## config.mk

```make
export PLATFORM = sky130hd
export DESIGN_NAME = oq_port_queue
export DESIGN_NICKNAME = d
export VERILOG_FILES = /design/src/source/oq_pkg.sv /design/src/source/oq_port_queue.sv
export SDC_FILE = /design/constraint.sdc
export NUM_CORES = 2
export LEC_CHECK = 0
export BUFFER_PORTS_ARGS = -buffer_cell sky130_fd_sc_hd__buf_4
export CAP_MARGIN = 5
export CORE_ASPECT_RATIO = 1.4
export CORE_MARGIN = 10
export CORE_UTILIZATION = 39
export CTS_BUF_LIST = sky130_fd_sc_hd__clkbuf_16
export DETAILED_ROUTE_END_ITERATION = 6
export PLACE_DENSITY = 0.56
export SYNTH_ARGS = -nofsm -noshare
export SYNTH_HDL_FRONTEND = slang
export SYNTH_MEMORY_MAX_BITS = 65536
export SYNTH_SLANG_ARGS = --single-unit
```

## constraint.sdc

```tcl
create_clock -name clk -period 9 [get_ports clk]
set_input_delay 1.8 -clock clk [delete_from_list [all_inputs] [get_ports clk]]
set_output_delay 1.8 -clock clk [all_outputs]
set_load 0.02 [all_outputs]
```

## src/source/oq_pkg.sv

```systemverilog
////////////////////////////////////////////////////////////
// Output queue package
// Stream widths, shared types and the fixed frame header
////////////////////////////////////////////////////////////
package oq_pkg;

    // Stream geometry
    localparam int DATA_W    = 64;
    localparam int STRB_W    = 8;

    // Two queues in the tree, one mask bit each
    localparam int NUM_PORTS = 2;

    typedef logic [DATA_W-1:0]    data_t;
    typedef logic [STRB_W-1:0]    strb_t;

    // Bit 0 selects port 0, bit 1 selects port 1
    typedef logic [NUM_PORTS-1:0] port_mask_t;

    // Payload words per frame, 1 to 255
    typedef logic [7:0]           pkt_len_t;
    typedef logic [7:0]           gap_len_t;
    typedef logic [15:0]          drop_count_t;

    ////////////////////////////////////////////////////////////
    // Frame header
    ////////////////////////////////////////////////////////////

    // Destination address
    localparam data_t HDR_WORD0 = 64'hEFBE_FECA_FECA_FECA;

    // Source address plus type field
    localparam data_t HDR_WORD1 = 64'h0000_0008_EFBE_EFBE;

endpackage

```

## src/source/oq_port_queue.sv

```systemverilog
////////////////////////////////////////////////////////////
// Port queue
// Word FIFO for one output port with a registered output
// stage driving a valid/ready stream
////////////////////////////////////////////////////////////
`timescale 1ns/10ps
module oq_port_queue #(
    parameter int QUEUE_DEPTH = 64
) (
    input  logic           clk,
    input  logic           reset,
    input  logic           wr,
    input  oq_pkg::data_t  wr_data,
    input  oq_pkg::strb_t  wr_strb,
    input  logic           wr_last,
    input  logic           m_ready,
    output logic           full,
    output oq_pkg::data_t  m_data,
    output oq_pkg::strb_t  m_strb,
    output logic           m_last,
    output logic           m_valid
);

    localparam int AW    = $clog2(QUEUE_DEPTH);
    localparam int CNT_W = $clog2(QUEUE_DEPTH + 2);

    localparam logic [CNT_W-1:0] MEM_MAX = CNT_W'(QUEUE_DEPTH);
    localparam logic [CNT_W-1:0] OCC_MAX = CNT_W'(QUEUE_DEPTH + 1);

    // Storage
    oq_pkg::data_t  mem_data [QUEUE_DEPTH];
    oq_pkg::strb_t  mem_strb [QUEUE_DEPTH];
    logic           mem_last [QUEUE_DEPTH];

    logic [AW-1:0]    wr_ptr;
    logic [AW-1:0]    rd_ptr;
    logic [CNT_W-1:0] count;
    logic [CNT_W-1:0] mem_used;
    logic             load;
    logic             m_xfer;

    // Occupancy includes the word sitting in the output stage
    assign mem_used = count - {{(CNT_W-1){1'b0}}, m_valid};
    assign full     = (mem_used == MEM_MAX);

    assign m_xfer = m_valid && m_ready;
    assign load   = (!m_valid || m_ready) && (mem_used != '0);

    ////////////////////////////////////////////////////////////
    // Write side
    ////////////////////////////////////////////////////////////

    always_ff @(posedge clk) begin
        if (wr) begin
            mem_data[wr_ptr] <= wr_data;
            mem_strb[wr_ptr] <= wr_strb;
            mem_last[wr_ptr] <= wr_last;
        end
    end

    always_ff @(posedge clk) begin
        if (reset) begin
            wr_ptr <= '0;
        end else if (wr) begin
            wr_ptr <= wr_ptr + 1'b1;
        end
    end

    ////////////////////////////////////////////////////////////
    // Output stage
    ////////////////////////////////////////////////////////////

    // Refill when empty or when the held word leaves
    always_ff @(posedge clk) begin
        if (reset) begin
            m_valid <= 1'b0;
            rd_ptr  <= '0;
        end else if (load) begin
            m_valid <= 1'b1;
            rd_ptr  <= rd_ptr + 1'b1;
        end else if (m_ready) begin
            m_valid <= 1'b0;
        end
    end

    always_ff @(posedge clk) begin
        if (load) begin
            m_data <= mem_data[rd_ptr];
            m_strb <= mem_strb[rd_ptr];
            m_last <= mem_last[rd_ptr];
        end
    end

    // Total words held
    always_ff @(posedge clk) begin
        if (reset) begin
            count <= '0;
        end else begin
            case ({wr, m_xfer})
                2'b10:   count <= count + 1'b1;
                2'b01:   count <= count - 1'b1;
                default: count <= count;
            endcase
        end
    end

    // Writer holds off while the memory is full
    a_no_write_when_full: assert property (@(posedge clk) disable iff (reset)
        wr |-> !full);

    a_occupancy: assert property (@(posedge clk) disable iff (reset)
        count <= OCC_MAX);

    a_out_stable: assert property (@(posedge clk) disable iff (reset)
        m_valid && !m_ready |=> m_valid && $stable(m_data) &&
            $stable(m_strb) && $stable(m_last));

endmodule

```

==> flow_metrics.env <==
export IMPL_r2r_cells=7
export IMPL_num_rows=296
export IMPL_async_reset_ff_frac=0
export IMPL_avgSynthCellArea_sq_um=22.61
export IMPL_via_per_inst=5.987
export IMPL_synthesis_nets=8115
export IMPL_hold_class="reg2reg"
export IMPL_fmax_mhz=200.9
export IMPL_yosysSeqAreaShare=0.7869
export IMPL_area_growth_pct=12.97
export IMPL_synth_most_common_cell="edfxtp_1"
export IMPL_crit_type="reg2reg"
export IMPL_synth_edf_count=4745
export IMPL_slew_headroom=0.1465
export IMPL_regArea_sq_um=142900
export IMPL_synth_seq_cells=4765
export IMPL_synthCells=8032
export IMPL_multi_input_area_sq_um=36750
export IMPL_synthFlopType="edfxtp_1"
export IMPL_start_kind="flop"
export IMPL_yosysWarnings=0
export IMPL_crit_top_cell="buf_4"
export IMPL_status="complete, but fails checks"
export IMPL_grt_overflow=0
export IMPL_ff2ff_setup_slack_ps=4020
export IMPL_final_core_util=0.4420
export IMPL_fin_crit_ps=4977
export IMPL_core_sq_um=464100
export IMPL_dp_hpwl_mm=292.1
export IMPL_regToRegStartpoint="rd_ptr[2]"
export IMPL_nNetsFinal=8481
export IMPL_synth_cell_types=59
export IMPL_fillers=38880
export IMPL_drt_wl_total_mm=543.7
export IMPL_max_stage_delay_ps=1020
export IMPL_setup_tns_ps=0
export IMPL_firstDrtPassIters=7
export IMPL_clkSlewWorstSetupHoldPaths_ps=70
export IMPL_worst_path_max_fanout=26
export IMPL_grt_pass1_vias=90650
export IMPL_root_buffer="clkbuf_16"
export IMPL_netlist_top_cells_count="edfxtp_1, mux4_2, mux2i_1"
export IMPL_setup_viol=0
export IMPL_violations="DRC"
export IMPL_synth_top_cell_by_area="edfxtp_1"
export IMPL_r2r_end="m_data[51]"
export IMPL_arrival_ps=5640
export IMPL_whs_endpoint="m_valid"
export IMPL_holdBufCountCts=0
export IMPL_postCtsSetupRepairBufs=0
export IMPL_required_ps=9660
export IMPL_drc=2
export IMPL_start_util=0.3913
export IMPL_hold_start="m_valid"
export IMPL_critPathLaunch="rd_ptr[2]"
export IMPL_final_layout_size_suffix_gt1_frac=0.2467
export IMPL_postRouteAntennaNets=0
export IMPL_min_period_over_period=0.5530
export IMPL_worstMarginPinSlew_ps=1267
export IMPL_dieHeight_um=827.4
export IMPL_rsz0062_at_grt="no"
export IMPL_synthTopCellsByArea="edfxtp_1, mux4_2, mux2i_1"
export IMPL_design_die_area_sq_um=493700
export IMPL_num_vias=89050
export IMPL_total_leakage_power_nw=61.68
export IMPL_floorplan_die_width_um=596.7
export IMPL_port_buffer_count=151
export IMPL_ios=152
export IMPL_whs_path_depth=2
export IMPL_end_kind="flop"
export IMPL_synth_top_area_frac=0.7847
export IMPL_p_per_area_nw_per_um2=264.1
export IMPL_grt_total_usage=0.2153
export IMPL_drt_initial_drc_count=10740
export IMPL_path_cells="buf_4 > nor2b_1 > nand2_2 > buf_4 > o22ai_1 > a2111oi_0 > o31ai_1"
export IMPL_cts_tree="yes"
export IMPL_routabilityCongestion=0.7862
export IMPL_cts_repair_resized=0
export IMPL_htree_levels=5
export IMPL_clk_latency_ps=990
export IMPL_grt_antenna_before_repair=39
export IMPL_max_cap_viol_count=0
export IMPL_cts_buffer_depth=4
export IMPL_clock_sinks=4765
export IMPL_ir_drop_mv=0.2233
export IMPL_crit_slowest_cell="nor2b_1"
export IMPL_grt_max_degree=128
export IMPL_slew_viol_final=0
export IMPL_hold_violations=0
export IMPL_wl_per_cell_um=36.55
export IMPL_numCtsBuffers=437
export IMPL_finClkSkew_ps=77.34
export IMPL_syn_cell_area_sq_um=181600
export IMPL_grt_first_pass_wirelength_mm=748.4
[state kept, by name, indices dropped and copies added (netlist names)]
register	flops
m_data	64
rd_ptr	6
mem_last	64
m_last	1
m_strb	8
mem_data	4096
wr_ptr	6
m_valid	1
mem_strb	512
count	7
[worst max-delay path by stage]
| stage | end | slack [ps] |
|---|---|---|
| after CTS | m_data[30] | 4040 |
| after global routing | m_data[51] | 3990 |
| after detailed placement | mem_data[28][23] | 3790 |
| final | m_data[51] | 4020 |
| after global placement | m_last | 3020 |
| after floorplan | mem_data[42][0] | 970 |
[metrics by stage]
step	setup slack [ps]	instances	power, W	area (sq um)	hold WS (ps)
after detailed placement	3792	14070	0.03595	190700	537.4
after CTS	4037	14860	0.05469	205100	554.4
after floorplan	970.9	8032	0.03232	181600	504.5
final	4023	14870	0.05417	205100	549.8
after global routing	3985	14870	0.05587	205100	593.3
after global placement	3017	14060	0.03588	190600	539.1
[layout make-up]
type | count | area share
well taps | 6109 | 0.03726
clock inverters | 349 | 0.01595
inverters | 6 | 0.0001342
clock buffers | 444 | 0.05416
flip-flops and latches | 4765 | 0.6967
multi-input cells | 2793 | 0.1792
diodes | 13 | 0.0001586
repair buffers | 395 | 0.01649
[where the power goes]
group          internal [W]  switching (W)  leakage (nW)
Sequential           0.0248       0.000423          42.9
Clock                0.0107        0.00820          7.37
Combinational       0.00437        0.00569          11.4
[cell families (layout without fill, tap and decap cells)]
family,Yosys count,in the layout,share of synthesized area
flops,4765,4765,0.7869
mux,1621,1621,0.1581
compound gates,741,741,0.02953
buf+inv,474,1194,0.01412
simple gates,408,408,0.01007
xor+xnor,17,17,0.0008200
fa+ha+maj,6,6,0.0004134
other cells,0,13,0
[cells in the final DEF (no fill, tap or decap), types with 36 or more instances in the layout]
cell type and instances:
edfxtp_1 4745, mux4_2 994, mux2i_1 587, clkbuf_16 444, buf_4 356, o22ai_1 152
nor2_1 121, inv_1 91, nand2_1 88, clkinv_1 86, a2111oi_0 81, a21oi_1 79
clkinv_2 78, o221ai_1 76, o21ai_0 62, bufinv_16 61, nor2_4 59, a211oi_1 59
mux2_2 40, a22oi_1 38, nor2b_1 36
[worst max-delay path: cells and delay by family, from the launching register on]
kind / cells / cell delay, ps
and+or+nand+nor: 2 / 1590
buffers and inverters: 2 / 1030
AOI/OAI and AO/OA: 3 / 1130
DFF: 1 / 840
[per-layer routing]
layer,wire length [um],track usage,vias up
met3,40180,0.03639,931
li1,-,-,34970
met1,206500,0.2766,49180
met5,207,0,-
met4,22440,0.07743,30
met2,274300,0.3701,3938
(Power assumes the default switching activity.)
