===== src/source/oq_pkg.sv =====
////////////////////////////////////////////////////////////
// Output queue package
// Stream widths, shared types and the fixed frame header
////////////////////////////////////////////////////////////
package oq_pkg;

    // Stream geometry
    localparam int DATA_W    = 64;
    localparam int STRB_W    = 8;

    // Two queues in the tree, one mask bit each
    localparam int NUM_PORTS = 2;

    typedef logic [DATA_W-1:0]    data_t;
    typedef logic [STRB_W-1:0]    strb_t;

    // Bit 0 selects port 0, bit 1 selects port 1
    typedef logic [NUM_PORTS-1:0] port_mask_t;

    // Payload words per frame, 1 to 255
    typedef logic [7:0]           pkt_len_t;
    typedef logic [7:0]           gap_len_t;
    typedef logic [15:0]          drop_count_t;

    ////////////////////////////////////////////////////////////
    // Frame header
    ////////////////////////////////////////////////////////////

    // Destination address
    localparam data_t HDR_WORD0 = 64'hEFBE_FECA_FECA_FECA;

    // Source address plus type field
    localparam data_t HDR_WORD1 = 64'h0000_0008_EFBE_EFBE;

endpackage


===== src/source/oq_pkt_source.sv =====
////////////////////////////////////////////////////////////
// Packet source
// Builds frames of two header words, a counted payload and
// an idle gap, and sends them over a valid/ready stream
////////////////////////////////////////////////////////////
`timescale 1ns/10ps
module oq_pkt_source (
    input  logic                clk,
    input  logic                reset,
    input  logic                enable,
    input  oq_pkg::port_mask_t  dst_mask,
    input  oq_pkg::pkt_len_t    payload_len,
    input  oq_pkg::gap_len_t    gap_len,
    input  logic                src_ready,
    output oq_pkg::data_t       src_data,
    output oq_pkg::strb_t       src_strb,
    output logic                src_valid,
    output logic                src_last,
    output oq_pkg::port_mask_t  src_mask,
    output logic                active
);

    typedef enum logic [1:0] {HEADER_0, HEADER_1, PAYLOAD, GAP} state_t;

    state_t              state;
    oq_pkg::pkt_len_t    word_cnt;
    oq_pkg::gap_len_t    gap_cnt;
    oq_pkg::pkt_len_t    len_q;
    oq_pkg::port_mask_t  mask_q;

    logic xfer;
    logic last_word;
    logic frame_end;
    logic start_frame;

    assign xfer      = src_valid && src_ready;
    assign last_word = (state == PAYLOAD) && (word_cnt == len_q - 8'd1);

    // Frame is over at the end of the gap, or right after the
    // last word when no gap is asked for
    assign frame_end = active &&
                       (((state == GAP) && (gap_cnt == gap_len)) ||
                        (xfer && last_word && (gap_len == 8'd0)));

    assign start_frame = enable && (!active || frame_end);

    always_ff @(posedge clk) begin
        if (reset) begin
            active   <= 1'b0;
            state    <= HEADER_0;
            word_cnt <= '0;
            gap_cnt  <= '0;
            len_q    <= '0;
            mask_q   <= '0;
        end else if (start_frame) begin
            // Mask and length hold for the whole frame
            active   <= 1'b1;
            state    <= HEADER_0;
            word_cnt <= '0;
            len_q    <= payload_len;
            mask_q   <= dst_mask;
        end else if (frame_end) begin
            active <= 1'b0;
        end else if (active) begin
            case (state)
                HEADER_0: if (xfer) state <= HEADER_1;
                HEADER_1: if (xfer) state <= PAYLOAD;
                PAYLOAD: begin
                    if (xfer) begin
                        if (last_word) begin
                            state   <= GAP;
                            gap_cnt <= 8'd1;
                        end else begin
                            word_cnt <= word_cnt + 8'd1;
                        end
                    end
                end
                GAP: gap_cnt <= gap_cnt + 8'd1;
                default: state <= HEADER_0;
            endcase
        end
    end

    // Output word from the current state
    always_comb begin
        case (state)
            HEADER_0: src_data = oq_pkg::HDR_WORD0;
            HEADER_1: src_data = oq_pkg::HDR_WORD1;
            PAYLOAD:  src_data = {8{word_cnt}};
            default:  src_data = '0;
        endcase
    end

    assign src_valid = active && (state != GAP);
    assign src_last  = last_word;
    assign src_strb  = '1;
    assign src_mask  = mask_q;

    // Stream holds its word until the controller takes it
    a_src_stable: assert property (@(posedge clk) disable iff (reset)
        src_valid && !src_ready |=> src_valid && $stable(src_data) &&
            $stable(src_strb) && $stable(src_last) && $stable(src_mask));

endmodule


===== config.mk =====
export PLATFORM = sky130hd
export DESIGN_NAME = oq_pkt_source
export DESIGN_NICKNAME = d
export VERILOG_FILES = /design/src/source/oq_pkg.sv /design/src/source/oq_pkt_source.sv
export SDC_FILE = /design/constraint.sdc
export NUM_CORES = 1
export LEC_CHECK = 0
export BUFFER_PORTS_ARGS = -buffer_cell sky130_fd_sc_hd__buf_2
export CORE_MARGIN = 8
export CORE_UTILIZATION = 40
export CTS_CLUSTER_SIZE = 10
export DETAILED_ROUTE_END_ITERATION = 10
export GPL_ROUTABILITY_DRIVEN = 1
export PLACE_DENSITY = 0.68
export SLEW_MARGIN = 15
export SYNTH_ARGS = -nofsm -noshare
export SYNTH_HDL_FRONTEND = slang
export SYNTH_SLANG_ARGS = --single-unit

===== constraint.sdc =====
create_clock -name clk -period 5.24 [get_ports clk]
set_input_delay 1.048 -clock clk [delete_from_list [all_inputs] [get_ports clk]]
set_output_delay 1.048 -clock clk [all_outputs]
set_load 0.01 [all_outputs]

==> results of run 1 <==
[per-layer routing]
metal	vias up	part of all wire (%)
li1	1096	-
met1	1000	43
met2	53	51
met3	7	5.0
met4	0	0.96
met5	-	0
[cells by family (layout without fill, tap and decap cells)]
logic type,Yosys count,count (layout)
AND/OR/NAND/NOR,97,97
buffers and inverters,73,110
AO/OA/AOI/OAI,67,67
flip-flops,29,29
XOR/XNOR,22,22
multiplexers,12,12
adder cells (fa/ha/maj),8,8
other,1,8
[cells in the mapped netlist (3+ instances only)]
cell type and number:
nand4_1 7, clkbuf_1 7, a21oi_1 26, mux2i_1 12
o31ai_1 5, nor2b_1 4, clkbuf_8 3, inv_1 9
and3_1 3, nor2_1 33, nand2_1 19, o21a_1 5
a31oi_1 4, or4_1 5, nand3_1 5, ha_1 8
buf_4 50, xnor2_1 20, a211oi_1 5, nor3_1 4
o21ai_0 10, dfxtp_1 29, nand2b_1 3
[flip-flops by register name, indices dropped and copies added, names as in the netlist]
name,cells
len_q,8
state,2
src_mask,2
gap_cnt,8
word_cnt,8
active,1
[cell type report]
class | count | area, um^2
clock buffers | 7 | 96.3
clock inverters | 1 | 5.00
fillers | 619 | 3240
inverters | 10 | 37.5
multi-input cells | 214 | 1400
flip-flops and latches | 29 | 581
well taps | 75 | 93.8
repair buffers | 92 | 465
[how the worst min path moves through the flow]
| stage | startpoint | to | slack [ns] | cells after the start |
|---|---|---|---|---|
| 6_report | src_mask[0] | src_mask[0] | 0.50 | 2 |
| 5_1_grt | gap_cnt[6] | gap_cnt[6] | 0.53 | 2 |
| 4_1_cts | src_mask[0] | src_mask[0] | 0.51 | 2 |
| 3_5_place_dp | src_mask[0] | src_mask[0] | 0.50 | 2 |
| 3_3_place_gp | src_mask[1] | src_mask[1] | 0.47 | 2 |
| 2_1_floorplan | gap_cnt[6] | gap_cnt[6] | 0.47 | 2 |
[critical path, delay by kind of cell, from the launching register on]
| family | cells | cell delay (ns) |
|---|---|---|
| flip-flops | 1 | 0.44 |
| AO/OA/AOI/OAI | 1 | 0.33 |
| adder cells (fa/ha/maj) | 1 | 0.29 |
| buffers and inverters | 2 | 0.20 |
| AND/OR/NAND/NOR | 4 | 0.90 |
[power breakdown]
group | switching (mW) | internal, mW | total (mW) | leakage [nW]
Combinational | 0.0756 | 0.0567 | 0.132 | 0.843
Sequential | 0.00827 | 0.226 | 0.234 | 0.236
Clock | 0.0857 | 0.119 | 0.204 | 0.0542
Total | 0.170 | 0.401 | 0.571 | 1.13
==> results.ini, run 1 <==
[sta]
period_needed_ns=3.50
finClkSkew_ns=0.00581
worst_pin_slew_ns=0.612
slew_headroom_pct=59.2
rsz0062_at_grt=no
max_freq_mhz=286
setup_tns_ns=0
finalCritPeriodShare_pct=66.8
worst_hold_slack_ns=0.505
setup_ws_ns=1.74
hold_viol_final=0
drv_slew=0
finalSetupViolations=0

[critical_path]
crit_chain=inv_1 -> ha_1 -> nand2b_1 -> a311oi_1 -> nand3_2 -> nor3_4 -> and3_2 -> buf_2
arrival_ns=2.45
worstPathMaxFanout=9
cp-end-kind=primary output
ff2ff_path_depth=10
worstPathRequired_ns=4.19
crit_type=reg -> out
reg2reg_from=len_q[0]
start_kind=flip-flop
r2r-end=word_cnt[7]
endpoint=src_last
slowest_stage=dfxtp_1
setup.worst_path.start=len_q[0]
r2r_slack_ns=2.48
max_stage_delay_ns=0.44

[clock_network]
h-tree-depth=2
cts_sinks=29
cts_setup_buffers=0
cts_tree=done
clock_path_buffers=2
clk_pin_slew_worst_paths_ns=0.06
cts_resized=0
clock_latency_ns=0.28
numCtsBuffers=5
root_buffer=clkbuf_8
ctsHoldBuffers=0

[global_route]
grt_util_met3_pct=3.17
grt_pass1_vias=2198
grt_start_max_net_pins=20
antenna_found_initial=0
grt_pass1_wl_um=10200
grt_busiest_layer=met2
grt_util_met1_pct=15.6
globalRouteMet2Util_pct=25.2
grt_usage_pct=13.8
overflow=0

[worst_hold_path]
worstHoldPathType=reg -> reg

[synthesis]
yosysSeqAreaShare_pct=23.6
synth_seq_cells=29
synth_cell_types=49
yosys_warnings=0
async_flop_share_pct=0
yosysTopAreaCell=dfxtp_1
synth_simple_gate_area_share_pct=20.8
synth_top_family_by_area=simple AND/OR/NAND/NOR gates
synthFlopType=dfxtp_1
synth-edff-count=0
synth_area_um2=2460
synth-compound-area-share_pct=18.0
synth_mux_area_share_pct=4.89
ys_top_cells_by_area=dfxtp_1 (24%), buf_4 (15%), xnor2_1 (7.1%), a21oi_1 (5.3%), nor2_1 (5.0%)
synth_xor_area_share_pct=7.84
synth_top_area_share_pct=23.6
syn_area_per_cell_um2=7.96
syn_inst=309
synth_fa_ha_area_share_pct=4.07

[route]
postRouteAntennaNets=0
vias=2156
totalWireLength_um=6030
drt_iter0_markers=134
dr.pass1.iters=4
wl_per_cell_um=14.1
avgViaCountPerCell=5.04
drc=0

[die]
core_region_area_um2=5920
ios=99
start_util_pct=41.5
dieWidth_um=94.4
die_y_um=94.4
num_rows=28
dieArea_um2=8910

[placed_design]
pre_cts_ws_ns=2.04
dp.cells=420
gp_congestion=0.822
dp_hpwl_um=4880
placed_cell_area_um2=2580
port_buffers=90

[final_layout]
areaGrowthSynthToFinish_pct=9.01
diodes=0
layout_commonest_cell=buf_2
fin_nets=382
final_cells=428
finalInstanceArea_um2=2680
final_cell_mix=buf_2 (90), nor2_1 (33), dfxtp_1 (29), a21oi_1 (26), xnor2_1 (20)
layout-drive-gt1-share_pct=33.1
utilization_pct=45.3

[pwr]
irDropWorstVdd_mv=0.109
power_leakage_nw=1.13
total_power_uw=571
p_per_area_nw_per_um2=213

[flow_run]
maxCapViolCount=0

[status]
status=finished clean

Power figures use the tool's default switching activity.
==> run 2: changes to the inputs <==
Settings changed: PLACE_DENSITY 0.68 to 0.71.
Clock period 5.24 ns to 3 ns, I/O delays scaled along.
==> results.ini, run 2 (synthesized netlist as in run 1, its figures left out) <==
[flow_run]
maxCapViolCount=0

[critical_path]
slowest_stage=dfxtp_1
worstPathMaxFanout=7
cp-end-kind=primary output
reg2reg_from=len_q[1]
worstPathRequired_ns=2.40
crit_type=reg -> out
ff2ff_path_depth=10
crit_chain=inv_1 -> ha_1 -> nand2b_1 -> a311oi_1 -> nand3_2 -> nor3_4 -> and3_2 -> buf_2
r2r-end=gap_cnt[6]
arrival_ns=2.20
start_kind=flip-flop
r2r_slack_ns=0.31
max_stage_delay_ns=0.41

[sta]
setup_tns_ns=0
worst_hold_slack_ns=0.493
drv_slew=0
period_needed_ns=2.80
finalCritPeriodShare_pct=93.4
setup_ws_ns=0.197
slew_headroom_pct=56.6
finalSetupViolations=0
worst_pin_slew_ns=0.650
hold_viol_final=0
max_freq_mhz=357
finClkSkew_ns=0.00433
rsz0062_at_grt=no

[route]
totalWireLength_um=6170
postRouteAntennaNets=0
drt_iter0_markers=109
avgViaCountPerCell=5.05
dr.pass1.iters=4
vias=2165
drc=0
wl_per_cell_um=14.4

[placed_design]
pre_cts_ws_ns=0.268
gp_congestion=0.889
dp_hpwl_um=4970
port_buffers=90
dp.cells=421

[global_route]
grt_usage_pct=13.5
grt_pass1_wl_um=9890
grt_pass1_vias=2182
antenna_found_initial=0
grt_start_max_net_pins=20
overflow=0

[final_layout]
multi_input_area_um2=1400
areaGrowthSynthToFinish_pct=9.06
diodes=0
final_cells=429
layout_commonest_cell=buf_2
top_regs=gap_cnt x8, len_q x8, word_cnt x8
final_cell_mix=buf_2 (90), nor2_1 (33), dfxtp_1 (28), a21oi_1 (26), xnor2_1 (20)
fill_cells=623
area.sequential_um2=582
layout-drive-gt1-share_pct=33.3
fin_nets=384

[clock_network]
cts_tree=done
h-tree-depth=2
root_buffer=clkbuf_8
ctsHoldBuffers=0
numCtsBuffers=5
clock_path_buffers=2
cts_sinks=29
clock_latency_ns=0.28
clk_pin_slew_worst_paths_ns=0.06

[pwr]
power_leakage_nw=1.13
irDropWorstVdd_mv=0.133
p_per_area_nw_per_um2=357
total_power_uw=958

[die]
dieWidth_um=94.4
dieArea_um2=8910
ios=99
die_y_um=94.4
start_util_pct=41.5
core_region_area_um2=5920
num_rows=28

[worst_hold_path]
worstHoldPathType=reg -> reg
whs_path_depth=2
hp-start=src_mask[0]
min_to=src_mask[0]

[status]
status=finished clean

[run 2: cell count changes in the layout (fill, tap and decap cells not counted)]
cell / change
clkinv_2: -1
clkbuf_1: +1
buf_4: +2
dfxtp_2: +1
dfxtp_1: -1
clkbuf_8: -1
[run 2: cell type report]
type	count	area share (%)
Multi-Input combinational cell	214	52.3
Sequential cell	29	21.7
Timing Repair Buffer	94	17.9
Inverter	10	1.40
Clock buffer	7	3.22
Tap cell	75	3.50
[run 2: worst max-delay path by stage]
stage | from | to | cells after the start
5_1_grt | len_q[1] | src_last | 8
3_3_place_gp | len_q[0] | src_last | 8
2_1_floorplan | len_q[0] | len_q[0] | 11
3_5_place_dp | len_q[0] | gap_cnt[6] | 9
4_1_cts | len_q[0] | src_last | 8
6_report | len_q[1] | src_last | 8
[run 2: worst max-delay path, delay by kind of cell, from the launching register on]
family / cells / cell delay (ns)
adders and majority gates: 1 / 0.26
AOI/OAI and AO/OA: 1 / 0.33
DFF: 1 / 0.41
and+or+nand+nor: 4 / 0.73
buffers and inverters: 2 / 0.20
[run 2: timing repair]
action | 4_1_cts | 5_1_grt
cloned | 0 | 0
buffers inserted | 1 | 0
pin swaps | 1 | 0
endpoints found under the hold margin | 0 | 0
setup endpoints to repair | 1 | 1
resized for setup | 0 | 1
[run 2: per-stage QoR]
stage / cell area [um^2] / util, %
after floorplan: 2480 / -
after global placement: 2590 / 43.7
after detailed placement: 2590 / 43.7
after CTS: 2680 / 45.3
after global routing: 2680 / 45.3
final: 2680 / 45.3
[run 2: per-layer routing]
layer	share of wire, %	GRT usage, %
met2	52	23.4
met3	5.1	4.44
met4	1.2	4.62
met5	0	0
met1	42	15.1
[run 2: where the power goes]
group,switching (mW),internal [mW]
Sequential,0.0142,0.395
Combinational,0.132,0.0991
Clock,0.136,0.181
Total,0.282,0.676
==> run 3: changes to the inputs <==
--- a/config.mk
+++ b/config.mk
@@ -13,4 +13,5 @@
 export GPL_ROUTABILITY_DRIVEN = 1
 export PLACE_DENSITY = 0.71
+export SKIP_LAST_GASP = 1
 export SLEW_MARGIN = 15
 export SYNTH_ARGS = -nofsm -noshare
==> constraint.sdc (replaced) <==
create_clock -name clk -period 3 [get_ports clk]
set_input_delay 0.6 -clock clk [delete_from_list [all_inputs] [get_ports clk]]
set_output_delay 0.6 -clock clk [all_outputs]
set_load 0.02 [all_outputs]
==> results.ini, run 3 (synthesized netlist as in run 1, its figures left out) <==
[sta]
finalSetupViolations=0
worst_pin_slew_ns=0.635
drv_slew=0
setup_tns_ns=0
rsz0062_at_grt=no
hold_viol_final=0
period_needed_ns=2.82
slew_headroom_pct=57.7
finalCritPeriodShare_pct=94.0
max_freq_mhz=355
finClkSkew_ns=0.00816
worst_hold_slack_ns=0.499

[placed_design]
dp.cells=421
gp_congestion=0.892
port_buffers=90
dp_hpwl_um=5050

[route]
drt_iter0_markers=177
totalWireLength_um=6360
vias=2197
dr.pass1.iters=5
postRouteAntennaNets=0
avgViaCountPerCell=5.12
top_layer=met4
wl_per_cell_um=14.8
wl_met1_um=2560
wl_met3_um=432
drc=0
route.met2.wl_um=3290

[clock_network]
h-tree-depth=2
cts_tree=done
ctsHoldBuffers=0
numCtsBuffers=5
clock_latency_ns=0.29
clock_path_buffers=2
clk_pin_slew_worst_paths_ns=0.06
root_buffer=clkbuf_8
cts_sinks=29

[critical_path]
worstPathRequired_ns=2.40
start_kind=flip-flop
reg2reg_from=len_q[0]
arrival_ns=2.22
setup.worst_path.start=len_q[0]
crit_type=reg -> out
worstPathMaxFanout=7
cp-end-kind=primary output

[die]
num_rows=28
dieArea_um2=8910
core_region_area_um2=5920
dieWidth_um=94.4
die_y_um=94.4
start_util_pct=41.5
ios=99

[worst_hold_path]
worstHoldPathType=reg -> reg
hp-start=src_mask[0]

[global_route]
grt_pass1_vias=2203
overflow=0
grt_usage_pct=14.2
antenna_found_initial=0
grt_pass1_wl_um=10400
grt_start_max_net_pins=20

[final_layout]
final_cell_mix=buf_2 (90), nor2_1 (33), dfxtp_1 (27), a21oi_1 (26), xnor2_1 (20)
diodes=0
top_regs=gap_cnt x8, len_q x8, word_cnt x8
final_cells=429
layout-drive-gt1-share_pct=33.9
areaGrowthSynthToFinish_pct=9.36
fin_nets=384
layout_commonest_cell=buf_2

[status]
status=finished clean

[pwr]
p_per_area_nw_per_um2=376
irDropWorstVdd_mv=0.149
power_leakage_nw=1.13

[flow_run]
maxCapViolCount=0

-- run 3: cell count changes in the layout (fill, tap and decap cells not counted) --
cell,change
dfxtp_2,+1
a311oi_1,-1
dfxtp_1,-1
a311oi_2,+1
-- run 3: what timing repair did --
item,CTS,global route
buffers inserted,1,0
cloned,0,0
gates resized for setup,0,3
pin swaps,1,0
setup endpoints to repair,1,6
-- run 3: layout make-up --
class	count	area, um^2
flip-flops and latches	29	583
fillers	617	3230
multi-input cells	214	1410
well taps	75	93.8
repair buffers	94	480
inverters	10	37.5
clock buffers	7	86.3
-- run 3: through the flow --
stage          instance area [um^2]  util [%]  setup WS [ns]  power (mW)
6_report                       2690      45.4          0.180        1.01
5_1_grt                        2690      45.4         0.0210        1.06
4_1_cts                        2680      45.3         0.0643        1.02
3_5_place_dp                   2590      43.7          0.221       0.692
3_3_place_gp                   2590      43.7          0.284       0.688
2_1_floorplan                  2480         -          0.504       0.657
-- run 3: power by group --
group | total, mW | leakage (nW) | switching, mW | internal, mW
combinational | 0.274 | 0.854 | 0.174 | 0.0998
clock | 0.328 | 0.0443 | 0.146 | 0.182
sequential | 0.410 | 0.236 | 0.0143 | 0.395
-- run 3: path summary, 6_finish.rpt --
kind,cells past startpoint,slack (ns),endpoint
setup reg to reg,10,0.33,gap_cnt[4]
hold / removal,2,0.50,src_mask[0]
hold reg to reg,2,0.50,src_mask[0]
setup / recovery,8,0.18,src_last
-- run 3: layer usage --
metal	vias to the layer above	track usage [%]
li1	1095	-
met1	1030	15.7
met2	64	25.1
met3	8	4.52
met4	0	4.23
met5	-	0
-- run 3: critical path, cell delays in order (launching register included) --
cell and delay, ns:
dfxtp_2 0.39, inv_1 0.06, ha_1 0.28, nand2b_1 0.20, a311oi_2 0.30, nand3_2 0.13
nor3_4 0.21, and3_2 0.19, buf_2 0.17
