`config.mk`:
```
export PLATFORM = sky130hd
export DESIGN_NAME = oq_input_ctrl
export DESIGN_NICKNAME = d
export VERILOG_FILES = /design/src/source/oq_pkg.sv /design/src/source/oq_input_ctrl.sv
export SDC_FILE = /design/constraint.sdc
export NUM_CORES = 1
export LEC_CHECK = 0
export BUFFER_PORTS_ARGS = -buffer_cell sky130_fd_sc_hd__buf_2
export CAP_MARGIN = 40
export CORE_MARGIN = 10
export CORE_UTILIZATION = 34
export DETAILED_ROUTE_END_ITERATION = 12
export PLACE_DENSITY_LB_ADDON = 0.05
export SKIP_LAST_GASP = 1
export SLEW_MARGIN = 40
export SYNTH_ARGS = -nofsm -noshare
export SYNTH_HDL_FRONTEND = slang
export SYNTH_SLANG_ARGS = --single-unit
```
`constraint.sdc`:
```
create_clock -name clk -period 2.07 [get_ports clk]
set_clock_uncertainty 0.15 [all_clocks]
set_input_delay 0 -clock clk [delete_from_list [all_inputs] [get_ports clk]]
set_output_delay 0 -clock clk [all_outputs]
set_load 0.05 [all_outputs]
```
`src/source/oq_pkg.sv`:
```
////////////////////////////////////////////////////////////
// Output queue package
// Stream widths, shared types and the fixed frame header
////////////////////////////////////////////////////////////
package oq_pkg;

    // Stream geometry
    localparam int DATA_W    = 64;
    localparam int STRB_W    = 8;

    // Two queues in the tree, one mask bit each
    localparam int NUM_PORTS = 2;

    typedef logic [DATA_W-1:0]    data_t;
    typedef logic [STRB_W-1:0]    strb_t;

    // Bit 0 selects port 0, bit 1 selects port 1
    typedef logic [NUM_PORTS-1:0] port_mask_t;

    // Payload words per frame, 1 to 255
    typedef logic [7:0]           pkt_len_t;
    typedef logic [7:0]           gap_len_t;
    typedef logic [15:0]          drop_count_t;

    ////////////////////////////////////////////////////////////
    // Frame header
    ////////////////////////////////////////////////////////////

    // Destination address
    localparam data_t HDR_WORD0 = 64'hEFBE_FECA_FECA_FECA;

    // Source address plus type field
    localparam data_t HDR_WORD1 = 64'h0000_0008_EFBE_EFBE;

endpackage

```
`src/source/oq_input_ctrl.sv`:
```
////////////////////////////////////////////////////////////
// Input controller
// Routes each frame to the queues its mask selects, derives
// the source ready from queue space, counts empty-mask frames
////////////////////////////////////////////////////////////
`timescale 1ns/10ps
module oq_input_ctrl (
    input  logic                 clk,
    input  logic                 reset,
    input  oq_pkg::data_t        src_data,
    input  oq_pkg::strb_t        src_strb,
    input  logic                 src_valid,
    input  logic                 src_last,
    input  oq_pkg::port_mask_t   src_mask,
    input  logic                 q_full_0,
    input  logic                 q_full_1,
    output logic                 src_ready,
    output oq_pkg::data_t        wr_data,
    output oq_pkg::strb_t        wr_strb,
    output logic                 wr_last,
    output logic                 q_wr_0,
    output logic                 q_wr_1,
    output oq_pkg::drop_count_t  drop_count
);

    typedef enum logic {FIRST_WORD, IN_FRAME} state_t;

    state_t              state;
    oq_pkg::port_mask_t  mask_q;
    oq_pkg::port_mask_t  cur_mask;
    logic                xfer;

    // Mask comes straight from the stream on the first word
    assign cur_mask = (state == FIRST_WORD) ? src_mask : mask_q;

    // A selected queue without space stalls the whole frame
    assign src_ready = !(cur_mask[0] && q_full_0) &&
                       !(cur_mask[1] && q_full_1);

    assign xfer = src_valid && src_ready;

    assign q_wr_0  = xfer && cur_mask[0];
    assign q_wr_1  = xfer && cur_mask[1];
    assign wr_data = src_data;
    assign wr_strb = src_strb;
    assign wr_last = src_last;

    ////////////////////////////////////////////////////////////
    // Frame tracking
    ////////////////////////////////////////////////////////////

    always_ff @(posedge clk) begin
        if (reset) begin
            state  <= FIRST_WORD;
            mask_q <= '0;
        end else if (xfer) begin
            if (state == FIRST_WORD) begin
                mask_q <= src_mask;
            end
            if (src_last) begin
                state <= FIRST_WORD;
            end else begin
                state <= IN_FRAME;
            end
        end
    end

    // Frames with no destination are consumed here
    always_ff @(posedge clk) begin
        if (reset) begin
            drop_count <= '0;
        end else if (xfer && src_last && (cur_mask == '0)) begin
            drop_count <= drop_count + 16'd1;
        end
    end

endmodule

```
==> results by group, run 1 <==
Setup path
  • R2r endpoint: state
  • Max Fanout on Critical Path: 4
  • Worst Setup Path Type: reg2reg
  • Worst R2R Path Depth: 5
  • Setup crit start kind: flip-flop
  • Setup slack, reg-to-reg: 0.13 ns
  • CP required: 2.06 ns
  • R2R Path Start: state
  • Worst path arrival time: ~1.9 ns
  • Crit path capture type: flip-flop

Clock network
  • Clk_lat worst skew: roughly 0.25 ns
  • H-tree Lvls: 1
  • CTS Sinks: 19
  • Clock Tree Buf Depth: 2
  • CTS tree: built
  • Clock slew at the register clock pins of the worst setup and hold paths: about 0.080 ns
  • CTS root buffer: clkbuf_8
  • Num CTS Buffers: 3

Routing
  • Vias/cell: 4.82
  • Drt drc: 0
  • WL per Instance: 19.1 um
  • Vias: between 1,000 and 1,500
  • Routed Antenna Nets: 0
  • Final wirelength: ~5100 um
  • DR iter-0 viols: 40
  • Drt pass-1 iters: 4

STA
  • Final max-slew violation count: 0
  • Endpoints failing setup: 0
  • Fin crit share: 0.936
  • Fmax: 516 MHz
  • Worst setup margin: 0.132 ns
  • Worst-Margin Slew: ~0.54 ns
  • Hold Vio Cnt, Final: 0
  • Max_slew headroom: 0.642
  • Final TNS setup: 0 ns
  • Unrepaired setup endpoints after global routing: no
  • Minimum clock period: between 1.5 and 2 ns

Finish
  • ANT cells: 0
  • Commonest non-fill, non-tap cell in the layout: dlygate4sd3_1
  • FILL cells: ~420
  • Layout area overhead: 33.5%
  • Most frequent cells in the layout: dlygate4sd3_1 (78), buf_2 (27), dfxtp_1 (18)
  • Layout cells sized above 1: 0.213
  • Net count, final: 298

Floorplan
  • Core area: between 4000 and 5000 um^2
  • DIE AREA: about 7500 um^2
  • IO Pins: approximately 170
  • Initial Utilization: 0.347
  • Site Rows: 24
  • Die Span Y: approximately 86 um
  • Die X-Extent: 86.4 um

Job
  • Max-cap viol count: 0

Power
  • Pwr per Cell Area: ~560 nW/um^2
  • VDD IR max: ~0.26 mV
  • Leakage dissipation: a little over 0.8 nW

Global route
  • Largest net degree at the start of global routing: 20
  • Met3 global-route usage: 0.0432
  • M2 GR Usage: 0.238
  • Most Crowded Layer GR: met2
  • Global-route wire length before repair: approximately 7600 um
  • Total gr overflow: 0
  • GRT Overall Usage: 0.121
  • Met1 Track Usage GR: 0.117
  • Vias in the first global route: about 1,500
  • Initial antenna violation count: 0

Worst hold path
  • Hold_sp: q_full_1
  • Class of the worst hold path: in2reg
  • WHS Path Cells: 3
  • Worst min-delay path endpoint: mask_q[1]

Yosys
  • Post-synth top area share: 0.370
  • Yosys warnings: 0
  • Yosys cell types: 34
  • Synth Net Count: ~260
  • Synth Cell Area: 1500 um^2
  • Top cells by area, synth: buf_4 (37%), dfxtp_1 (25%), a21oi_1 (3.3%), or3_1 (2.9%), o21ai_0 (2.7%)
  • Largest area contributor in the netlist: buf_4
  • Yosys reg bits: 19
  • Post-Syn Area per Cell: ~8.4 um^2
  • Post-Synthesis Cells: about 180
  • Sequential area share after synthesis: 0.254

Placement
  • Routability cong.: approximately 0.76
  • Port bufs: 27
  • Dpl hpwl: around 2300 um
  • Setup WS pre-CTS: around 0.13 ns

Run status
  • Outcome: finished clean
[critical path, stage by stage (launching register included)]
cell and delay, ns:
dfxtp_2 0.36, buf_4 0.13, mux2_2 0.34, a22oi_2 0.17, a311oi_1 0.11, dlygate4sd3_1 0.56
[cells by family after synthesis]
| family | Yosys count | synth area share |
|---|---|---|
| XOR/XNOR | 5 | 0.0292 |
| AO/OA/AOI/OAI | 30 | 0.133 |
| adder cells (fa/ha/maj) | 1 | 0.00834 |
| buffers and inverters | 80 | 0.391 |
| AND/OR/NAND/NOR | 39 | 0.156 |
| flip-flops | 19 | 0.254 |
| multiplexers | 4 | 0.0284 |
[what timing repair did]
item | CTS | global route
setup buffers | 0 | 0
hold buffers | 78 | 0
resized for setup | 0 | 1
setup endpoints to repair | 0 | 2
endpoints found under the hold margin | 76 | 0
[synthesized netlist by cell type]
cell type and instances:
or4_1 3, o221a_2 1, nand3_1 3, nand4_1 2, a31oi_1 1, xnor2_1 1, ha_1 1, clkbuf_1 1
and3_1 4, buf_2 1, nand4b_1 1, buf_6 1, o2111ai_2 2, dfxtp_1 19, inv_1 3, nor2_1 8
nand3b_1 1, o211ai_1 2, buf_4 74, mux2i_1 2, nor3_2 1, a21oi_1 10, or3_1 7, a311oi_1 1
xor2_1 4, o2111ai_1 1, nor3b_4 1, a22oi_1 1, o21ai_0 8, o31ai_1 3, and4_1 1, nand2_1 5
mux2_2 2, and2_1 2
[power breakdown]
part / switching (mW) / internal [mW] / leakage [nW]
sequential: 0.00626 / 0.371 / 0.154
combinational: 0.357 / 0.133 / 0.650
clock: 0.131 / 0.134 / 0.0255
total: 0.494 / 0.637 / 0.829
[per-stage QoR]
| step | cell area (um^2) | power [mW] | hold WS [ns] | std cells | util |
|---|---|---|---|---|---|
| after CTS | 2000 | 1.15 | 0.0245 | 268 | 0.463 |
| after detailed placement | 1170 | 0.479 | -0.150 | 186 | 0.272 |
| after global placement | 1170 | 0.479 | -0.150 | 186 | 0.272 |
| final | 2000 | 1.13 | 0.0314 | 268 | 0.463 |
| after global routing | 2000 | 1.18 | 0.0494 | 268 | 0.463 |
| after floorplan | 1510 | 0.826 | -0.0417 | 178 | - |
[worst max-delay path by stage]
stage / start / endpoint / slack (ns) / depth (start not counted)
after floorplan: state / q_wr_0 / 0.0002 / 3
after global placement: state / drop_count[11] / 0.20 / 5
after detailed placement: state / drop_count[7] / 0.13 / 5
after CTS: state / state / 0.07 / 5
after global routing: state / state / 0.04 / 5
final: state / state / 0.13 / 5
[cell type report]
cell class,instances,area (um^2),share of cell area
Inverter,3,11.3,0.00562
Multi-Input combinational cell,79,538,0.269
Tap cell,52,65.1,0.0325
Sequential cell,19,382,0.191
Clock buffer,3,41.3,0.0206
Timing Repair Buffer,111,961,0.480
Clock inverter,1,5.00,0.00250
[flip-flops by register name, indices dropped and copies added, names as in the netlist]
signal	cells
state	1
mask_q	2
drop_count	16
[metal layers]
| metal | vias up | wire length [um] |
|---|---|---|
| li1 | 618 | - |
| met1 | 599 | 1790 |
| met2 | 72 | 2870 |
| met3 | 2 | 438 |
| met4 | 0 | 7 |
| met5 | - | 0 |
No activity file was read; power rests on OpenSTA's default activity.
==> run 2: changes to the inputs <==
- CORE_UTILIZATION: 34 -> 37
- clock period: 2.07 -> 2.4 ns (I/O delays scaled with it)
==> results by group, run 2 (synthesis gave the netlist of run 1 again) <==
Clock network
  • Clock slew at the register clock pins of the worst setup and hold paths: 0.08 ns (about the same)
  • Num CTS Buffers: 3 (unchanged)
  • CTS Sinks: 19 (unchanged)
  • H-tree Lvls: 1 (unchanged)
  • Post-CTS Resized: 0 (unchanged)
  • Clock Tree Buf Depth: 2 (unchanged)
  • CTS tree: built (unchanged)
  • CTS root buffer: clkbuf_8 (unchanged)
  • Clk_lat worst skew: 0.26 ns (was 0.25 ns)

Floorplan
  • IO Pins: 172 (unchanged)
  • Die Span Y: 83.7 um (was 86.4 um)
  • Core area: 3970 um^2 (was 4320 um^2)
  • Site Rows: 23 (was 24)
  • Die X-Extent: 83.7 um (was 86.4 um)
  • Initial Utilization: 0.378 (was 0.347)
  • DIE AREA: 7000 um^2 (was 7470 um^2)

Placement
  • Routability cong.: 0.731 (was 0.760)
  • Setup WS pre-CTS: 0.363 ns (was 0.130 ns)
  • Port bufs: 27 (unchanged)
  • Dpl hpwl: 2450 um (was 2340 um)
  • Dpl cells: 178 (was 186)

Setup path
  • Crit path capture type: flip-flop (unchanged)
  • Worst path arrival time: 2.08 ns (was 1.93 ns)
  • Worst R2R Path Depth: 4 (was 5)
  • Slowest cell on crit path: or4_1 (was dlygate4sd3_1)
  • Worst path cell trace: nor3b_4 -> o2111ai_2 -> or4_1 -> a21oi_1 (was buf_4 -> mux2_2 -> a22oi_2 -> a311oi_1 -> dlygate4sd3_1)
  • R2R Path Start: state (unchanged)
  • Top Family by Delay on Critical Path: simple AND/OR/NAND/NOR gates (was buffers and inverters)
  • Max stage delay on crit path: 0.57 ns (was 0.56 ns)
  • Max Fanout on Critical Path: 11 (was 4)
  • Worst Setup Path Type: reg2reg (unchanged)
  • Setup crit start kind: flip-flop (unchanged)
  • Setup slack, reg-to-reg: 0.37 ns (was 0.13 ns)
  • R2r endpoint: drop_count[15] (was state)
  • CP required: 2.44 ns (was 2.06 ns)
  • Worst Path Buf+Inv: 0 (was 2)

Finish
  • Top Registers: drop_count x16, mask_q x2, state x1 (unchanged)
  • Most frequent cells in the layout: dlygate4sd3_1 (78), buf_2 (27), dfxtp_1 (19) (was dlygate4sd3_1 (78), buf_2 (27), dfxtp_1 (18))
  • Net count, final: 292 (was 298)
  • Layout area overhead: 30.3% (was 33.5%)
  • Layout cells sized above 1: 0.186 (was 0.213)
  • ANT cells: 0 (unchanged)
  • Post-Route Utilization: 0.492 (was 0.463)
  • Finished Layout Cells: 260 (was 268)
  • Most flops, register: drop_count (unchanged)
  • Commonest non-fill, non-tap cell in the layout: dlygate4sd3_1 (unchanged)
  • Max reg flops: 16 (unchanged)

Routing
  • WL per Instance: 19.4 um (was 19.1 um)
  • Final wirelength: 5040 um (was 5110 um)
  • Drt pass-1 iters: 4 (unchanged)
  • Vias: 1,259 (was 1,291)
  • Routed Antenna Nets: 0 (unchanged)
  • Vias/cell: 4.84 (was 4.82)
  • Drt drc: 0 (unchanged)
  • DR iter-0 viols: 50 (was 40)

Global route
  • Vias in the first global route: 1,409 (was 1,481)
  • Largest net degree at the start of global routing: 20 (unchanged)
  • Global-route wire length before repair: 7940 um (was 7570 um)
  • GRT Overall Usage: 0.134 (was 0.121)
  • Total gr overflow: 0 (unchanged)
  • Initial antenna violation count: 0 (unchanged)

STA
  • Unrepaired setup endpoints after global routing: no (unchanged)
  • Hold Vio Cnt, Final: 0 (unchanged)
  • Minimum clock period: 2.03 ns (was 1.94 ns)
  • Hold slack: 0.0148 ns (was 0.0314 ns)
  • Final max-slew violation count: 0 (unchanged)
  • Endpoints failing setup: 0 (unchanged)
  • Max_slew headroom: 0.643 (was 0.642)
  • Fmax: 492 MHz (was 516 MHz)
  • Fin crit share: 0.848 (was 0.936)
  • Worst setup margin: 0.366 ns (was 0.132 ns)
  • Final TNS setup: 0 ns (unchanged)
  • Worst-Margin Slew: 0.534 ns (was 0.535 ns)

Worst hold path
  • Class of the worst hold path: in2reg (unchanged)
  • Worst min-delay path endpoint: mask_q[1] (unchanged)
  • WHS Path Cells: 3 (unchanged)
  • Hold_sp: q_full_1 (unchanged)

Run status
  • Outcome: finished clean (unchanged)

Power
  • VDD IR max: 0.269 mV (was 0.264 mV)
  • Leakage dissipation: 0.799 nW (was 0.829 nW)
  • Pwr per Cell Area: 497 nW/um^2 (was 565 nW/um^2)

Job
  • Max-cap viol count: 0 (unchanged)
[run 2: changes by cell type in the layout (fill, tap and decap cells not counted)]
cell	delta
buf_4	-6
dfxtp_1	+1
dfxtp_2	-1
[run 2: where the power goes]
group / switching (mW) / internal [mW] / leakage [nW]
logic: 0.307 / 0.112 / 0.620
clock network: 0.111 / 0.115 / 0.0255
registers: 0.00626 / 0.320 / 0.154
[run 2: metrics by stage]
| stage | total power, mW | area (um^2) |
|---|---|---|
| 6_report | 0.971 | 1950 |
| 5_1_grt | 1.02 | 1950 |
| 4_1_cts | 0.988 | 1950 |
| 3_5_place_dp | 0.410 | 1130 |
| 3_3_place_gp | 0.410 | 1130 |
| 2_1_floorplan | 0.713 | 1510 |
[run 2: area by class of cell]
cell class	count	area [um^2]
clock buffers	3	41.3
well taps	50	62.6
repair buffers	105	916
clock inverters	1	5.00
multi-input cells	79	538
inverters	3	11.3
flip-flops and latches	19	380
fillers	390	2020
[run 2: what timing repair did]
action | CTS | global route
endpoints found under the hold margin | 80 | 0
buffers inserted | 0 | 0
hold buffers | 78 | 0
[run 2: worst max-delay path by stage]
stage / from / end / slack, ns / depth (start not counted)
final: state / drop_count[15] / 0.37 / 4
after global placement: state / drop_count[15] / 0.40 / 4
after detailed placement: state / drop_count[15] / 0.36 / 4
after global routing: state / drop_count[15] / 0.17 / 4
after CTS: state / drop_count[15] / 0.34 / 4
after floorplan: state / q_wr_0 / 0.33 / 3
[run 2: per-layer routing]
layer,wire length [um],GRT usage,vias to the layer above
met1,1670,0.124,574
met5,0,0,-
li1,-,-,607
met2,2930,0.270,76
met4,13,0.00913,0
met3,421,0.0596,2
[run 2: tightest hold or removal path: cells and delay by family]
| kind | cells | cell delay (ns) |
|---|---|---|
| AOI/OAI and AO/OA | 1 | 0.18 |
| buffers and inverters | 1 | 0.12 |
| and+or+nand+nor | 1 | 0.09 |
==> run 3: changes to the inputs <==
- ABC_AREA: not set -> 1
- CORE_UTILIZATION: 37 -> 32
- clock period: 2.4 -> 1.8 ns (I/O delays scaled with it)
==> results by group, run 3 <==
Run status
  • Outcome: finished clean (unchanged)

Setup path
  • Crit path capture type: output port (was flip-flop)
  • CP required: 1.65 ns (was 2.44 ns)
  • R2r endpoint: drop_count[10] (was drop_count[15])
  • Setup crit start kind: flip-flop (unchanged)
  • Max Fanout on Critical Path: 6 (was 11)
  • Worst path arrival time: 1.50 ns (was 2.08 ns)
  • Worst Setup Path Type: reg2out (was reg2reg)
  • Setup slack, reg-to-reg: 0.17 ns (was 0.37 ns)
  • R2R Path Start: drop_count[0] (was state)
  • Worst R2R Path Depth: 8 (was 4)

Yosys
  • Synth Area in Simple Gates: 0.304 (was 0.156)
  • Xor-xnor portion of the synthesized cell area: 0 (was 0.0292)
  • Compound-Gate Fraction of Synth Area: 0.0471 (was 0.133)
  • Post-synth top area share: 0.342 (was 0.370)
  • Adder-Cell Fraction of Synth Area: 0.00760 (was 0.00834)
  • Top FF cell, synth: dfxtp_1 (unchanged)
  • Yosys reg bits: 19 (unchanged)
  • Yosys warnings: 0 (unchanged)
  • Post-Synthesis Cells: 249 (was 178)
  • Post-synthesis mux area share: 0 (was 0.0284)
  • Most common cell in the netlist: buf_4 (unchanged)
  • Synth Net Count: 330 (was 259)
  • Largest area contributor in the netlist: buf_4 (unchanged)
  • Post-Syn Area per Cell: 6.61 um^2 (was 8.43 um^2)
  • Largest family of logic cells by synthesized area: buffers and inverters (unchanged)
  • Top cells by area, synth: buf_4 (34%), dfxtp_1 (23%), nand2_1 (11%), nor2_1 (7.3%), nand3_1 (6.7%) (was buf_4 (37%), dfxtp_1 (25%), a21oi_1 (3.3%), or3_1 (2.9%), o21ai_0 (2.7%))
  • Synth cell count leaders: buf_4 (75), nand2_1 (48), nor2_1 (32) (was buf_4 (74), dfxtp_1 (19), a21oi_1 (10))
  • Post-synth EDFFs: 0 (unchanged)
  • Yosys cell types: 19 (was 34)
  • Synth Cell Area: 1650 um^2 (was 1500 um^2)
  • Asr flop ratio synth: 0 (unchanged)
  • Sequential area share after synthesis: 0.231 (was 0.254)

Routing
  • WL per Instance: 15.9 um (was 19.4 um)
  • Vias/cell: 4.36 (was 4.84)
  • Drt pass-1 iters: 4 (unchanged)
  • Final wirelength: 5560 um (was 5040 um)
  • DR iter-0 viols: 46 (was 50)
  • Vias: 1,521 (was 1,259)
  • Routed Antenna Nets: 0 (unchanged)
  • Drt drc: 0 (unchanged)

Clock network
  • Clock Tree Buf Depth: 2 (unchanged)
  • CTS Sinks: 19 (unchanged)
  • Clk_lat worst skew: 0.26 ns (about the same)
  • Clock slew at the register clock pins of the worst setup and hold paths: 0.07 ns (was 0.08 ns)
  • H-tree Lvls: 1 (unchanged)
  • CTS tree: built (unchanged)
  • Num CTS Buffers: 3 (unchanged)
  • CTS root buffer: clkbuf_8 (unchanged)

Global route
  • Largest net degree at the start of global routing: 31 (was 20)
  • Total gr overflow: 0 (unchanged)
  • Initial antenna violation count: 0 (unchanged)
  • GRT Overall Usage: 0.121 (was 0.134)
  • Vias in the first global route: 1,654 (was 1,409)
  • Global-route wire length before repair: 8610 um (was 7940 um)

Finish
  • Layout area overhead: 29.2% (was 30.3%)
  • FILL cells: 523 (was 390)
  • Layout cells sized above 1: 0.154 (was 0.186)
  • ANT cells: 0 (unchanged)
  • Most flops, register: drop_count (unchanged)
  • Max reg flops: 16 (unchanged)
  • Top Registers: drop_count x16, mask_q x2, state x1 (unchanged)
  • Post-Route Utilization: 0.422 (was 0.492)
  • Net count, final: 361 (was 292)
  • Commonest non-fill, non-tap cell in the layout: dlygate4sd3_1 (unchanged)
  • Most frequent cells in the layout: dlygate4sd3_1 (75), nand2_1 (48), nor2_1 (32) (was dlygate4sd3_1 (78), buf_2 (27), dfxtp_1 (19))

Placement
  • Dpl hpwl: 2800 um (was 2450 um)
  • Routability cong.: 0.791 (was 0.731)
  • Setup WS pre-CTS: 0.0786 ns (was 0.363 ns)
  • Port bufs: 27 (unchanged)

Worst hold path
  • Hold_sp: src_last (was q_full_1)
  • WHS Path Cells: 5 (was 3)
  • Worst min-delay path endpoint: drop_count[0] (was mask_q[1])
  • Class of the worst hold path: in2reg (unchanged)

STA
  • Final max-slew violation count: 0 (unchanged)
  • Worst-Margin Slew: 0.538 ns (was 0.534 ns)
  • Unrepaired setup endpoints after global routing: yes (was no)
  • Max_slew headroom: 0.640 (was 0.643)
  • Hold slack: 0.0366 ns (was 0.0148 ns)
  • Minimum clock period: between 1.5 and 2 ns
  • Final TNS setup: 0 ns (unchanged)
  • Endpoints failing setup: 0 (unchanged)
  • Fin crit share: 0.915
  • Hold Vio Cnt, Final: 0 (unchanged)
  • Fmax: around 610 MHz
  • Worst setup margin: 0.153 ns (was 0.366 ns)

Power
  • Tot Pwr: 1.35 mW (was 971 uW)
  • Pwr per Cell Area: 634 nW/um^2 (was 497 nW/um^2)
  • Leakage dissipation: 0.990 nW (was 0.799 nW)
  • VDD IR max: 0.223 mV (was 0.269 mV)

Floorplan
  • Core area: 5040 um^2 (was 3970 um^2)
  • Initial Utilization: 0.327 (was 0.378)
  • Site Rows: 26 (was 23)
  • IO Pins: 172 (unchanged)
  • Die Span Y: 91.7 um (was 83.7 um)
  • DIE AREA: 8410 um^2 (was 7000 um^2)
  • Die X-Extent: 91.7 um (was 83.7 um)

Job
  • Max-cap viol count: 0 (unchanged)
## run 3: cell count changes in the layout (fill, tap and decap cells not counted), moves of 7 or more
cell / previous run / this run
or3_1: 7 / 0
o21ai_0: 8 / 0
nand3_1: 3 / 22
inv_1: 3 / 25
nor2_1: 8 / 32
nand2_1: 5 / 48
## run 3: metal layers
layer	vias up	track usage	share of wire
li1	752	-	-
met1	669	0.128	0.39
met2	96	0.219	0.50
met3	4	0.0497	0.10
met4	0	0.0308	0.0068
met5	-	0	0
## run 3: kinds of logic (layout without fill, tap and decap cells)
group	Yosys count	count (layout)
fa+ha+maj	1	1
flops	19	19
simple gates	111	111
buf+inv	103	133
compound gates	15	15
## run 3: power breakdown
group | total [mW] | switching, mW | internal [mW]
Combinational | 0.602 | 0.446 | 0.156
Sequential | 0.435 | 0.00743 | 0.428
Clock | 0.311 | 0.153 | 0.158
Total | 1.35 | 0.607 | 0.742
## run 3: stage by stage
| stage | cell area (um^2) | instances |
|---|---|---|
| after floorplan | 1650 | 249 |
| after global placement | 1310 | 270 |
| after detailed placement | 1310 | 270 |
| after CTS | 2110 | 349 |
| after global routing | 2130 | 349 |
| final | 2130 | 349 |
## run 3: critical path, cell delays in order, from the launching register on
cell and delay [ns]:
dfxtp_2 0.34, inv_2 0.09, nand2_1 0.07, nand3_1 0.13, nand3_4 0.14, inv_1 0.10, nand2_1 0.09, inv_1 0.06
clkbuf_4 0.22
## run 3: cell type report
| class | count | area [um^2] | area share |
|---|---|---|---|
| clock buffers | 4 | 45.0 | 0.0212 |
| inverters | 26 | 97.6 | 0.0459 |
| multi-input cells | 127 | 602 | 0.283 |
| flip-flops and latches | 19 | 384 | 0.181 |
| well taps | 70 | 87.6 | 0.0412 |
| repair buffers | 103 | 911 | 0.428 |
## run 3: worst max-delay path by stage
stage / from / endpoint / slack (ns) / cells after the start
final: state / q_wr_0 / 0.15 / 8
after global routing: drop_count[0] / drop_count[12] / -0.01 / 9
after CTS: state / q_wr_0 / 0.06 / 9
after detailed placement: drop_count[0] / drop_count[10] / 0.08 / 8
after global placement: drop_count[0] / drop_count[12] / 0.06 / 8
after floorplan: drop_count[5] / drop_count[10] / 0.06 / 7
## run 3: repair_timing
action | CTS | global route
resized for setup | 0 | 5
hold endpoints to repair | 77 | 0
setup buffers | 0 | 0
endpoints found under the setup margin | 0 | 7
hold buffers | 75 | 0
